**src/design/sd_macros.svh**
```systemverilog
`ifndef SD_MACROS_SVH
`define SD_MACROS_SVH

// bytes per data block kept small for simulation
`define SD_BLOCK_BYTES 16
`define SD_BLOCK_BITS (`SD_BLOCK_BYTES * 8)

// clock cycles per sck half period
`define SD_SCK_DIV 2

// 0xff bytes polled before giving up on a response
`define SD_RESP_TIMEOUT 16

// idle bytes with cs_n high before CMD0 give 80 clocks
`define SD_INIT_CLOCKS 10

`endif

```
**src/design/sd_pkg.sv**
```systemverilog
package sd_pkg;

  typedef enum logic [3:0] {
    INIT_IDLE,
    CMD0,
    APP_CMD,
    ACMD41,
    READY,
    SEND_CMD,
    WAIT_R1,
    WAIT_TOKEN,
    XFER_DATA,
    XFER_CRC,
    WAIT_DRESP,
    WAIT_BUSY,
    DONE,
    FAIL
  } ctrl_state_e;

  typedef enum logic [5:0] {
    CMD_GO_IDLE = 6'd0,
    CMD_READ    = 6'd17,
    CMD_WRITE   = 6'd24,
    CMD_APP     = 6'd55,
    ACMD_OP     = 6'd41
  } cmd_e;

  localparam logic [7:0] DATA_TOKEN = 8'hfe;
  localparam logic [7:0] R1_IDLE    = 8'h01;
  localparam logic [7:0] DRESP_OK   = 8'h05;

endpackage

```
**src/design/sd_spi_if.sv**
```systemverilog
`timescale 1ns/1ps

interface sd_spi_if;
  logic       start;
  logic [7:0] tx_byte;
  logic       cs_n_hold;
  logic [7:0] rx_byte;
  logic       done;

  modport ctrl (
    output start,
    output tx_byte,
    output cs_n_hold,
    input  rx_byte,
    input  done
  );

  modport phy (
    input  start,
    input  tx_byte,
    input  cs_n_hold,
    output rx_byte,
    output done
  );
endinterface

```
**src/design/sd_spi_shifter.sv**
```systemverilog
`timescale 1ns/1ps
`include "sd_macros.svh"

module sd_spi_shifter (
  input  logic       clock,
  input  logic       arst_n,
  sd_spi_if.phy      spi,
  input  logic       miso,
  output logic       sck,
  output logic       mosi,
  output logic       cs_n
);

  logic       active;
  logic [7:0] div_cnt;
  logic [2:0] bit_cnt;
  logic [7:0] tx_sh;
  logic [7:0] rx_sh;
  logic       tick;
  logic       rise;
  logic       fall;

  assign tick = active && (div_cnt == `SD_SCK_DIV - 1);
  assign rise = tick && !sck;
  assign fall = tick && sck;

  always_ff @(posedge clock or negedge arst_n) begin
    if (!arst_n) begin
      active   <= 1'b0;
      div_cnt  <= '0;
      bit_cnt  <= '0;
      sck      <= 1'b0;
      mosi     <= 1'b1;
      cs_n     <= 1'b1;
      spi.done <= 1'b0;
    end else begin
      spi.done <= 1'b0;
      cs_n     <= spi.cs_n_hold;
      if (spi.start && !active) begin
        active  <= 1'b1;
        // first half period is one cycle shorter to absorb the start cycle
        div_cnt <= 8'd1;
        bit_cnt <= '0;
        mosi    <= spi.tx_byte[7];
      end else if (active) begin
        div_cnt <= tick ? 8'd0 : div_cnt + 8'd1;
        if (tick) begin
          sck <= ~sck;
        end
        if (fall) begin
          if (bit_cnt == 3'd7) begin
            active   <= 1'b0;
            spi.done <= 1'b1;
            mosi     <= 1'b1;
          end else begin
            bit_cnt <= bit_cnt + 3'd1;
            mosi    <= tx_sh[6];
          end
        end
      end
    end
  end

  // data path
  always_ff @(posedge clock) begin
    if (spi.start && !active) begin
      tx_sh <= spi.tx_byte;
    end else if (fall) begin
      tx_sh <= {tx_sh[6:0], 1'b1};
    end
    if (rise) begin
      rx_sh <= {rx_sh[6:0], miso};
    end
    if (fall && bit_cnt == 3'd7) begin
      spi.rx_byte <= rx_sh;
    end
  end

  // idle bus keeps sck low
  assert property (@(posedge clock) disable iff (!arst_n)
    (cs_n && !active) |-> !sck);

endmodule

```
**src/design/sd_byte_counter.sv**
```systemverilog
`timescale 1ns/1ps

module sd_byte_counter (
  input  logic        clock,
  input  logic        arst_n,
  input  logic        load,
  input  logic [15:0] value,
  input  logic        dec,
  output logic        zero
);

  logic [15:0] count;

  assign zero = (count == 16'd0);

  always_ff @(posedge clock or negedge arst_n) begin
    if (!arst_n) begin
      count <= '0;
    end else if (load) begin
      count <= value;
    end else if (dec && !zero) begin
      count <= count - 16'd1;
    end
  end

  assert property (@(posedge clock) disable iff (!arst_n) dec |-> !zero);

endmodule

```
**src/design/sd_crc.sv**
```systemverilog
`timescale 1ns/1ps

module sd_crc #(
  parameter int WIDTH = 7,
  parameter logic [WIDTH-1:0] POLY = 7'h09
) (
  input  logic             clock,
  input  logic             arst_n,
  input  logic             clear,
  input  logic             strobe,
  input  logic [7:0]       data_byte,
  output logic [WIDTH-1:0] crc
);

  logic [WIDTH-1:0] next_crc;

  // eight serial steps msb first
  always_comb begin
    logic [WIDTH-1:0] c;
    logic             fb;
    c = crc;
    for (int i = 7; i >= 0; i--) begin
      fb = c[WIDTH-1] ^ data_byte[i];
      c  = c << 1;
      if (fb) begin
        c = c ^ POLY;
      end
    end
    next_crc = c;
  end

  always_ff @(posedge clock or negedge arst_n) begin
    if (!arst_n) begin
      crc <= '0;
    end else if (clear) begin
      crc <= '0;
    end else if (strobe) begin
      crc <= next_crc;
    end
  end

endmodule

```
**src/design/sd_controller.sv**
```systemverilog
`timescale 1ns/1ps
`include "sd_macros.svh"

module sd_controller (
  input  logic                      clock,
  input  logic                      arst_n,
  input  logic                      cyc,
  input  logic                      stb,
  input  logic                      wr,
  input  logic [31:0]               addr,
  input  logic [`SD_BLOCK_BITS-1:0] wdata,
  output logic [`SD_BLOCK_BITS-1:0] rdata,
  output logic                      ack,
  output logic                      err,
  output logic                      ready,
  sd_spi_if.ctrl                    spi,
  output logic                      cnt_load,
  output logic [15:0]               cnt_value,
  output logic                      cnt_dec,
  input  logic                      cnt_zero,
  output logic                      crc7_clear,
  output logic                      crc7_strobe,
  output logic [7:0]                crc7_byte,
  input  logic [6:0]                crc7_value,
  output logic                      crc16_clear,
  output logic                      crc16_strobe,
  output logic [7:0]                crc16_byte,
  input  logic [15:0]               crc16_value
);

  localparam int BITS = `SD_BLOCK_BITS;

  sd_pkg::ctrl_state_e state;
  sd_pkg::ctrl_state_e last_state;
  sd_pkg::cmd_e        cmd_idx;
  logic                entry;
  logic                counted;
  logic                busy;
  logic                op_wr;
  logic [2:0]          fidx;
  logic [31:0]         arg;
  logic [39:0]         frame;
  logic [BITS-1:0]     wbuf;
  logic [15:0]         rx_crc;
  logic [7:0]          rx;

  assign rx = spi.rx_byte;

  // first cycle in a state loads the counter and lets zero settle
  assign entry = (state != last_state);

  always_comb begin
    counted = state inside {sd_pkg::INIT_IDLE, sd_pkg::WAIT_R1, sd_pkg::WAIT_TOKEN,
                            sd_pkg::XFER_DATA, sd_pkg::XFER_CRC, sd_pkg::WAIT_DRESP,
                            sd_pkg::WAIT_BUSY};
    case (state)
      sd_pkg::INIT_IDLE: cnt_value = 16'(`SD_INIT_CLOCKS);
      sd_pkg::XFER_DATA: cnt_value = 16'(`SD_BLOCK_BYTES);
      sd_pkg::XFER_CRC:  cnt_value = 16'd2;
      default:           cnt_value = 16'(`SD_RESP_TIMEOUT);
    endcase
  end

  assign cnt_load    = entry && counted;
  assign cnt_dec     = spi.done && counted;
  assign crc7_clear  = entry && (state == sd_pkg::SEND_CMD);
  assign crc16_clear = entry && (state == sd_pkg::XFER_DATA);

  always_ff @(posedge clock or negedge arst_n) begin
    if (!arst_n) begin
      state         <= sd_pkg::INIT_IDLE;
      last_state    <= sd_pkg::FAIL;
      cmd_idx       <= sd_pkg::CMD_GO_IDLE;
      busy          <= 1'b0;
      op_wr         <= 1'b0;
      fidx          <= '0;
      arg           <= '0;
      frame         <= '0;
      wbuf          <= '0;
      rdata         <= '0;
      rx_crc        <= '0;
      ack           <= 1'b0;
      err           <= 1'b0;
      ready         <= 1'b0;
      spi.start     <= 1'b0;
      spi.tx_byte   <= 8'hff;
      spi.cs_n_hold <= 1'b1;
      crc7_strobe   <= 1'b0;
      crc7_byte     <= '0;
      crc16_strobe  <= 1'b0;
      crc16_byte    <= '0;
    end else begin
      last_state   <= state;
      spi.start    <= 1'b0;
      crc7_strobe  <= 1'b0;
      crc16_strobe <= 1'b0;
      ack          <= 1'b0;
      err          <= 1'b0;
      if (spi.done) begin
        busy <= 1'b0;
      end

      if (entry) begin
        fidx <= '0;
        if (state == sd_pkg::SEND_CMD) begin
          frame <= {2'b01, cmd_idx, arg};
        end
      end else begin
        case (state)
          sd_pkg::INIT_IDLE: begin
            if (!busy) begin
              if (cnt_zero) begin
                state <= sd_pkg::CMD0;
              end else begin
                spi.start   <= 1'b1;
                spi.tx_byte <= 8'hff;
                busy        <= 1'b1;
              end
            end
          end

          sd_pkg::CMD0, sd_pkg::APP_CMD, sd_pkg::ACMD41: begin
            cmd_idx <= (state == sd_pkg::CMD0)    ? sd_pkg::CMD_GO_IDLE :
                       (state == sd_pkg::APP_CMD) ? sd_pkg::CMD_APP : sd_pkg::ACMD_OP;
            arg           <= '0;
            spi.cs_n_hold <= 1'b0;
            state         <= sd_pkg::SEND_CMD;
          end

          sd_pkg::READY: begin
            if (cyc && stb && !ack) begin
              op_wr         <= wr;
              wbuf          <= wdata;
              arg           <= addr;
              cmd_idx       <= wr ? sd_pkg::CMD_WRITE : sd_pkg::CMD_READ;
              spi.cs_n_hold <= 1'b0;
              state         <= sd_pkg::SEND_CMD;
            end
          end

          sd_pkg::SEND_CMD: begin
            if (!busy) begin
              if (fidx == 3'd6) begin
                state <= sd_pkg::WAIT_R1;
              end else begin
                spi.start   <= 1'b1;
                busy        <= 1'b1;
                // last byte carries crc7 and the end bit
                spi.tx_byte <= (fidx == 3'd5) ? {crc7_value, 1'b1} : frame[39:32];
                if (fidx != 3'd5) begin
                  crc7_strobe <= 1'b1;
                  crc7_byte   <= frame[39:32];
                end
                frame <= frame << 8;
                fidx  <= fidx + 3'd1;
              end
            end
          end

          sd_pkg::WAIT_R1: begin
            if (spi.done) begin
              if (!rx[7]) begin
                case (cmd_idx)
                  sd_pkg::CMD_GO_IDLE: begin
                    state <= (rx == sd_pkg::R1_IDLE) ? sd_pkg::APP_CMD : sd_pkg::FAIL;
                  end
                  sd_pkg::CMD_APP: begin
                    state <= (rx[7:1] == 7'd0) ? sd_pkg::ACMD41 : sd_pkg::FAIL;
                  end
                  sd_pkg::ACMD_OP: begin
                    if (rx == 8'h00) begin
                      ready         <= 1'b1;
                      spi.cs_n_hold <= 1'b1;
                      state         <= sd_pkg::READY;
                    end else if (rx == sd_pkg::R1_IDLE) begin
                      state <= sd_pkg::APP_CMD;
                    end else begin
                      state <= sd_pkg::FAIL;
                    end
                  end
                  default: begin
                    state <= (rx == 8'h00) ? sd_pkg::WAIT_TOKEN : sd_pkg::FAIL;
                  end
                endcase
              end
            end else if (!busy) begin
              if (cnt_zero) begin
                state <= sd_pkg::FAIL;
              end else begin
                spi.start   <= 1'b1;
                spi.tx_byte <= 8'hff;
                busy        <= 1'b1;
              end
            end
          end

          sd_pkg::WAIT_TOKEN: begin
            if (spi.done) begin
              if (op_wr || rx == sd_pkg::DATA_TOKEN) begin
                state <= sd_pkg::XFER_DATA;
              end else if (rx != 8'hff) begin
                state <= sd_pkg::FAIL;
              end
            end else if (!busy) begin
              if (cnt_zero) begin
                state <= sd_pkg::FAIL;
              end else begin
                spi.start   <= 1'b1;
                spi.tx_byte <= op_wr ? sd_pkg::DATA_TOKEN : 8'hff;
                busy        <= 1'b1;
              end
            end
          end

          sd_pkg::XFER_DATA: begin
            if (spi.done) begin
              if (!op_wr) begin
                rdata        <= {rdata[BITS-9:0], rx};
                crc16_strobe <= 1'b1;
                crc16_byte   <= rx;
              end
            end else if (!busy) begin
              if (cnt_zero) begin
                state <= sd_pkg::XFER_CRC;
              end else begin
                spi.start   <= 1'b1;
                spi.tx_byte <= op_wr ? wbuf[BITS-1 -: 8] : 8'hff;
                busy        <= 1'b1;
                if (op_wr) begin
                  crc16_strobe <= 1'b1;
                  crc16_byte   <= wbuf[BITS-1 -: 8];
                  wbuf         <= wbuf << 8;
                end
              end
            end
          end

          sd_pkg::XFER_CRC: begin
            if (spi.done) begin
              rx_crc <= {rx_crc[7:0], rx};
            end else if (!busy) begin
              if (cnt_zero) begin
                if (op_wr) begin
                  state <= sd_pkg::WAIT_DRESP;
                end else begin
                  state <= (rx_crc == crc16_value) ? sd_pkg::DONE : sd_pkg::FAIL;
                end
              end else begin
                spi.start <= 1'b1;
                busy      <= 1'b1;
                fidx      <= fidx + 3'd1;
                if (!op_wr) begin
                  spi.tx_byte <= 8'hff;
                end else begin
                  spi.tx_byte <= (fidx == 3'd0) ? crc16_value[15:8] : crc16_value[7:0];
                end
              end
            end
          end

          sd_pkg::WAIT_DRESP, sd_pkg::WAIT_BUSY: begin
            if (spi.done) begin
              if (state == sd_pkg::WAIT_DRESP && rx != 8'hff) begin
                state <= (rx[4:0] == sd_pkg::DRESP_OK[4:0]) ? sd_pkg::WAIT_BUSY
                                                             : sd_pkg::FAIL;
              end else if (state == sd_pkg::WAIT_BUSY && rx != 8'h00) begin
                state <= sd_pkg::DONE;
              end
            end else if (!busy) begin
              if (cnt_zero) begin
                state <= sd_pkg::FAIL;
              end else begin
                spi.start   <= 1'b1;
                spi.tx_byte <= 8'hff;
                busy        <= 1'b1;
              end
            end
          end

          sd_pkg::DONE: begin
            ack           <= 1'b1;
            spi.cs_n_hold <= 1'b1;
            state         <= sd_pkg::READY;
          end

          default: begin
            spi.cs_n_hold <= 1'b1;
            // during init a failure restarts the power-up sequence
            if (ready) begin
              ack   <= 1'b1;
              err   <= 1'b1;
              state <= sd_pkg::READY;
            end else begin
              state <= sd_pkg::INIT_IDLE;
            end
          end
        endcase
      end
    end
  end

  assert property (@(posedge clock) disable iff (!arst_n) ack |=> !ack);

  // no new byte until the shifter reports the current one
  assert property (@(posedge clock) disable iff (!arst_n)
    spi.start |=> (!spi.start until_with spi.done));

  assert property (@(posedge clock) disable iff (!arst_n)
    (state == sd_pkg::READY) |-> spi.cs_n_hold);

endmodule

```
**src/design/sd_controller_top.sv**
```systemverilog
`timescale 1ns/1ps
`include "sd_macros.svh"

module sd_controller_top (
  input  logic                      clock,
  input  logic                      arst_n,
  input  logic                      cyc,
  input  logic                      stb,
  input  logic                      wr,
  input  logic [31:0]               addr,
  input  logic [`SD_BLOCK_BITS-1:0] wdata,
  output logic [`SD_BLOCK_BITS-1:0] rdata,
  output logic                      ack,
  output logic                      err,
  output logic                      ready,
  input  logic                      miso,
  output logic                      cs_n,
  output logic                      sck,
  output logic                      mosi
);

  sd_spi_if spi_bus ();

  logic        cnt_load;
  logic [15:0] cnt_value;
  logic        cnt_dec;
  logic        cnt_zero;
  logic        crc7_clear;
  logic        crc7_strobe;
  logic [7:0]  crc7_byte;
  logic [6:0]  crc7_value;
  logic        crc16_clear;
  logic        crc16_strobe;
  logic [7:0]  crc16_byte;
  logic [15:0] crc16_value;

  sd_controller u_ctrl (
    .clock       (clock),
    .arst_n      (arst_n),
    .cyc         (cyc),
    .stb         (stb),
    .wr          (wr),
    .addr        (addr),
    .wdata       (wdata),
    .rdata       (rdata),
    .ack         (ack),
    .err         (err),
    .ready       (ready),
    .spi         (spi_bus.ctrl),
    .cnt_load    (cnt_load),
    .cnt_value   (cnt_value),
    .cnt_dec     (cnt_dec),
    .cnt_zero    (cnt_zero),
    .crc7_clear  (crc7_clear),
    .crc7_strobe (crc7_strobe),
    .crc7_byte   (crc7_byte),
    .crc7_value  (crc7_value),
    .crc16_clear (crc16_clear),
    .crc16_strobe(crc16_strobe),
    .crc16_byte  (crc16_byte),
    .crc16_value (crc16_value)
  );

  sd_spi_shifter u_shifter (
    .clock (clock),
    .arst_n(arst_n),
    .spi   (spi_bus.phy),
    .miso  (miso),
    .sck   (sck),
    .mosi  (mosi),
    .cs_n  (cs_n)
  );

  sd_byte_counter u_counter (
    .clock (clock),
    .arst_n(arst_n),
    .load  (cnt_load),
    .value (cnt_value),
    .dec   (cnt_dec),
    .zero  (cnt_zero)
  );

  // command crc x^7 + x^3 + 1
  sd_crc #(.WIDTH(7), .POLY(7'h09)) u_crc7 (
    .clock    (clock),
    .arst_n   (arst_n),
    .clear    (crc7_clear),
    .strobe   (crc7_strobe),
    .data_byte(crc7_byte),
    .crc      (crc7_value)
  );

  // ccitt data crc
  sd_crc #(.WIDTH(16), .POLY(16'h1021)) u_crc16 (
    .clock    (clock),
    .arst_n   (arst_n),
    .clear    (crc16_clear),
    .strobe   (crc16_strobe),
    .data_byte(crc16_byte),
    .crc      (crc16_value)
  );

endmodule

```
**config.mk**
```make
export PLATFORM = sky130hd
export DESIGN_NAME = sd_controller_top
export DESIGN_NICKNAME = d
export VERILOG_FILES = /design/src/design/sd_pkg.sv /design/src/design/sd_spi_if.sv /design/src/design/sd_spi_shifter.sv /design/src/design/sd_byte_counter.sv /design/src/design/sd_crc.sv /design/src/design/sd_controller.sv /design/src/design/sd_controller_top.sv
export VERILOG_INCLUDE_DIRS = /design/src /design/src/design
export SDC_FILE = /design/constraint.sdc
export NUM_CORES = 1
export LEC_CHECK = 0
export BUFFER_PORTS_ARGS = -buffer_cell sky130_fd_sc_hd__buf_2
export CORE_MARGIN = 5
export CORE_UTILIZATION = 50
export DETAILED_ROUTE_END_ITERATION = 12
export PLACE_DENSITY_LB_ADDON = 0.08
export SETUP_SLACK_MARGIN = 0.3
export SYNTH_ARGS = -nofsm -noshare
export SYNTH_HDL_FRONTEND = slang
export SYNTH_SLANG_ARGS = --single-unit
```
**constraint.sdc**
```tcl
create_clock -name clock -period 2.3 [get_ports clock]
set_input_delay 0.115 -clock clock [delete_from_list [all_inputs] [get_ports clock]]
set_output_delay 0.115 -clock clock [all_outputs]
set_load 0.03 [all_outputs]
```
==> run metrics <==
share of Yosys cell area claimed by the top area cell type 0.514; Design Area, Final about 30000 µm²; Power Internal about 13 mW; status finished clean; Yosys cell types 73; Yosys top cell by area dfrtp_1; Mapped Nets 2029; crit path from u_ctrl.last_state[2]; RSZ-0062 raised after global routing yes; Synth Area per Inst ~11 µm²; Min Hold Slack 0.0759 ns; number of flops mapped to enable cells by yosys 23; most frequent cell after synthesis dfrtp_1; Starting Density 0.505; Routed Antenna Nets 0; DP Area 23600 µm²; first-pass GRT wire length 91.0 mm; combinational power share 0.045; worst-skew pair later-pin latency between 0.5 and 0.6 ns; Synth Warn # 0; DRT iter0 DRCs 1074; Final setup viols 0; pre-CTS setup slack -0.100 ns; initial antenna violation count 6; final core utilization 0.705; largest net degree at the start of global routing 69; startpoint type of the worst setup path flop; Hold Crit Class in2async; crit share post-route 0.936; worst-margin pin slew 0.584 ns; total CTS buffers 50; non-filler cells in the finished layout 3032; Pre-antenna DRT Iters 5; H-tree Lvls 2; GP Congestion about 0.86; Inst Count DP around 2700; FF-to-FF Start u_ctrl.last_state[2]; max-slew violations 0; die width 216 µm; root buf cell clkbuf_16; Cell Pwr Density 581 nW/µm²; FILL cells 2897; DR vias around 17000; post-synthesis register bit count 471; # rows 75; Routed WL per cell 19.9 µm; cell area after synthesis around 21000 µm²; Worst EP arrival 2.60 ns; max-cap viol count 0; Main synth FF type dfrtp_1; Switching Fraction 0.216; die height 216 µm; Total Routing Usage GR 0.238; fin crit period 2.15 ns; Crit. End Element flop; Area Overhead vs Synth 39.6%; Critical Path RT 2.75 ns; fin nets between 2000 and 3000; share of layout cells above drive strength 1 0.343; drt drc 0; Port Buf Inserts 299; Slew HR 0.608; Max Root-Sink Buffers 3; clock share of power 0.459; Avg Vias per Cell 5.49; Post-synth top cells 434 x dfrtp_1, 298 x nand2_1, 169 x mux2i_1, 159 x o21ai_0, 102 x mux2_2; crit path kind reg2reg; Max Clk Rate 464 MHz; register area share after synthesis 0.564; Overflow after GRT 0; floorplan core area between 40000 and 50000 µm²; vias in the first global route 16800; Ports 300; Clock Skew 0.0172 ns; Reg power frac 0.496; TritonCTS Sinks around 470; peak supply drop 533 µV; CTS tree yes; Synth async-reset ratio 0.951; Hold Vio Cnt, Final 0; Net Sw Power around 3.7 mW; Synth area leaders dfrtp_1 51%, mux2i_1 8.0%, mux2_2 5.4%; Gate Count Post-Synth 1853; overall power 17.1 mW; dpl hpwl 35.1 mm; CTS clk-pin slew, worst paths 0.06 ns; static leakage 13.9 nW; Worst Slack Setup Final 0.147 ns; CP max FO 9; Setup TNS 0 ns; Die ar. 46500 µm²; final wirelength about 60 mm
## path summary, 6_finish.rpt
check / slack [ns] / to / cells after the start
max in group asynchronous: 1.39 / u_ctrl.last_state[2] / 3
hold / removal: 0.08 / u_shifter.div_cnt[4] / 2
setup reg to reg: 0.15 / u_ctrl.wbuf[109] / 11
min in group clock: 0.29 / u_shifter.rx_sh[0] / 2
setup / recovery: 0.15 / u_ctrl.wbuf[109] / 11
hold reg to reg: 0.37 / u_shifter.cs_n / 0
## kinds of logic after synthesis
family | share of synthesized area
xor gates and xnor gates | 0.0336
buffers and inverters | 0.0357
adders and majority gates | 0.00592
and+or+nand+nor | 0.103
muxes | 0.165
DFF | 0.564
AOI/OAI and AO/OA | 0.0939
## cell type report
type	instances	area, µm²	share of cell area
Antenna cell	9	22.5	0.000763
Clock buffer	82	1520	0.0516
Clock inverter	9	77.6	0.00263
Inverter	16	60.1	0.00203
Multi-Input combinational cell	1255	9500	0.322
Sequential cell	471	11900	0.404
Tap cell	539	674	0.0228
Timing Repair Buffer	651	5730	0.194
## power by group through the flow
stage	logic, mW	clock network [mW]	registers [mW]
6_report	0.775	7.87	8.50
5_1_grt	0.863	8.39	8.51
4_1_cts	0.733	8.02	8.48
3_5_place_dp	0.504	0	8.63
3_3_place_gp	0.497	0	8.63
2_1_floorplan	0.127	0	8.61
## layout by cell type (no fill, tap or decap), types with 7 or more instances in the layout
cell / count
mux2_1: 27
inv_1: 13
nand2_4: 34
edfxtp_1: 23
nor3_1: 15
dfstp_2: 14
buf_12: 25
nand2_1: 255
nand3_1: 16
buf_8: 8
a22o_1: 8
clkbuf_16: 71
buf_4: 102
mux2i_1: 169
dfrtp_1: 429
xnor2_1: 56
nor2_1: 68
ha_1: 8
xor2_1: 21
clkbuf_1: 18
buf_16: 19
nand4_1: 9
diode_2: 9
a21oi_1: 32
buf_6: 15
o21ai_2: 40
buf_2: 298
mux2_4: 61
dlygate4sd3_1: 163
o21ai_0: 124
clkbuf_8: 13
nand2b_1: 7
mux2_2: 71
o21ai_1: 84
or3_1: 8
nand2_2: 9
## sequential cells by signal, indices dropped and copies added (netlist names), 5 cells and up
name / flops
u_ctrl.frame: 40
u_ctrl.cmd_idx: 5
u_ctrl.rx_crc: 16
u_ctrl.rdata: 128
u_ctrl.crc7_byte: 8
u_shifter.tx_sh: 7
u_ctrl.wbuf: 128
u_crc16.crc: 16
u_ctrl.arg: 32
u_shifter.spi.rx_byte: 8
u_shifter.div_cnt: 8
u_counter.count: 16
u_shifter.rx_sh: 8
u_crc7.crc: 7
u_ctrl.crc16_byte: 8
u_ctrl.spi.tx_byte: 8
## critical path, cell delays in order (launching register included)
cell and delay (ns):
dfstp_2 0.57, xnor2_4 0.14, nand4_4 0.13, buf_6 0.15
nor3_4 0.26, a31oi_4 0.06, buf_6 0.13, buf_12 0.14
buf_8 0.14, clkbuf_16 0.16, nand2_1 0.07, o21ai_1 0.08
## routing by layer
layer | vias to the layer above | wire [µm] | global-route usage
li1 | 7697 | - | -
met1 | 8331 | 25600 | 0.317
met2 | 487 | 29700 | 0.393
met3 | 140 | 2900 | 0.0419
met4 | 0 | 2100 | 0.0879
met5 | - | 0 | 0
## what timing repair did
action	CTS	global route
hold endpoints to repair	579	0
cloned	18	27
hold buffers	163	0
buffers inserted	33	31
pin swaps	24	56
resized for setup	97	221
setup endpoints to repair	383	418
No activity file was read; power rests on OpenSTA's default activity.
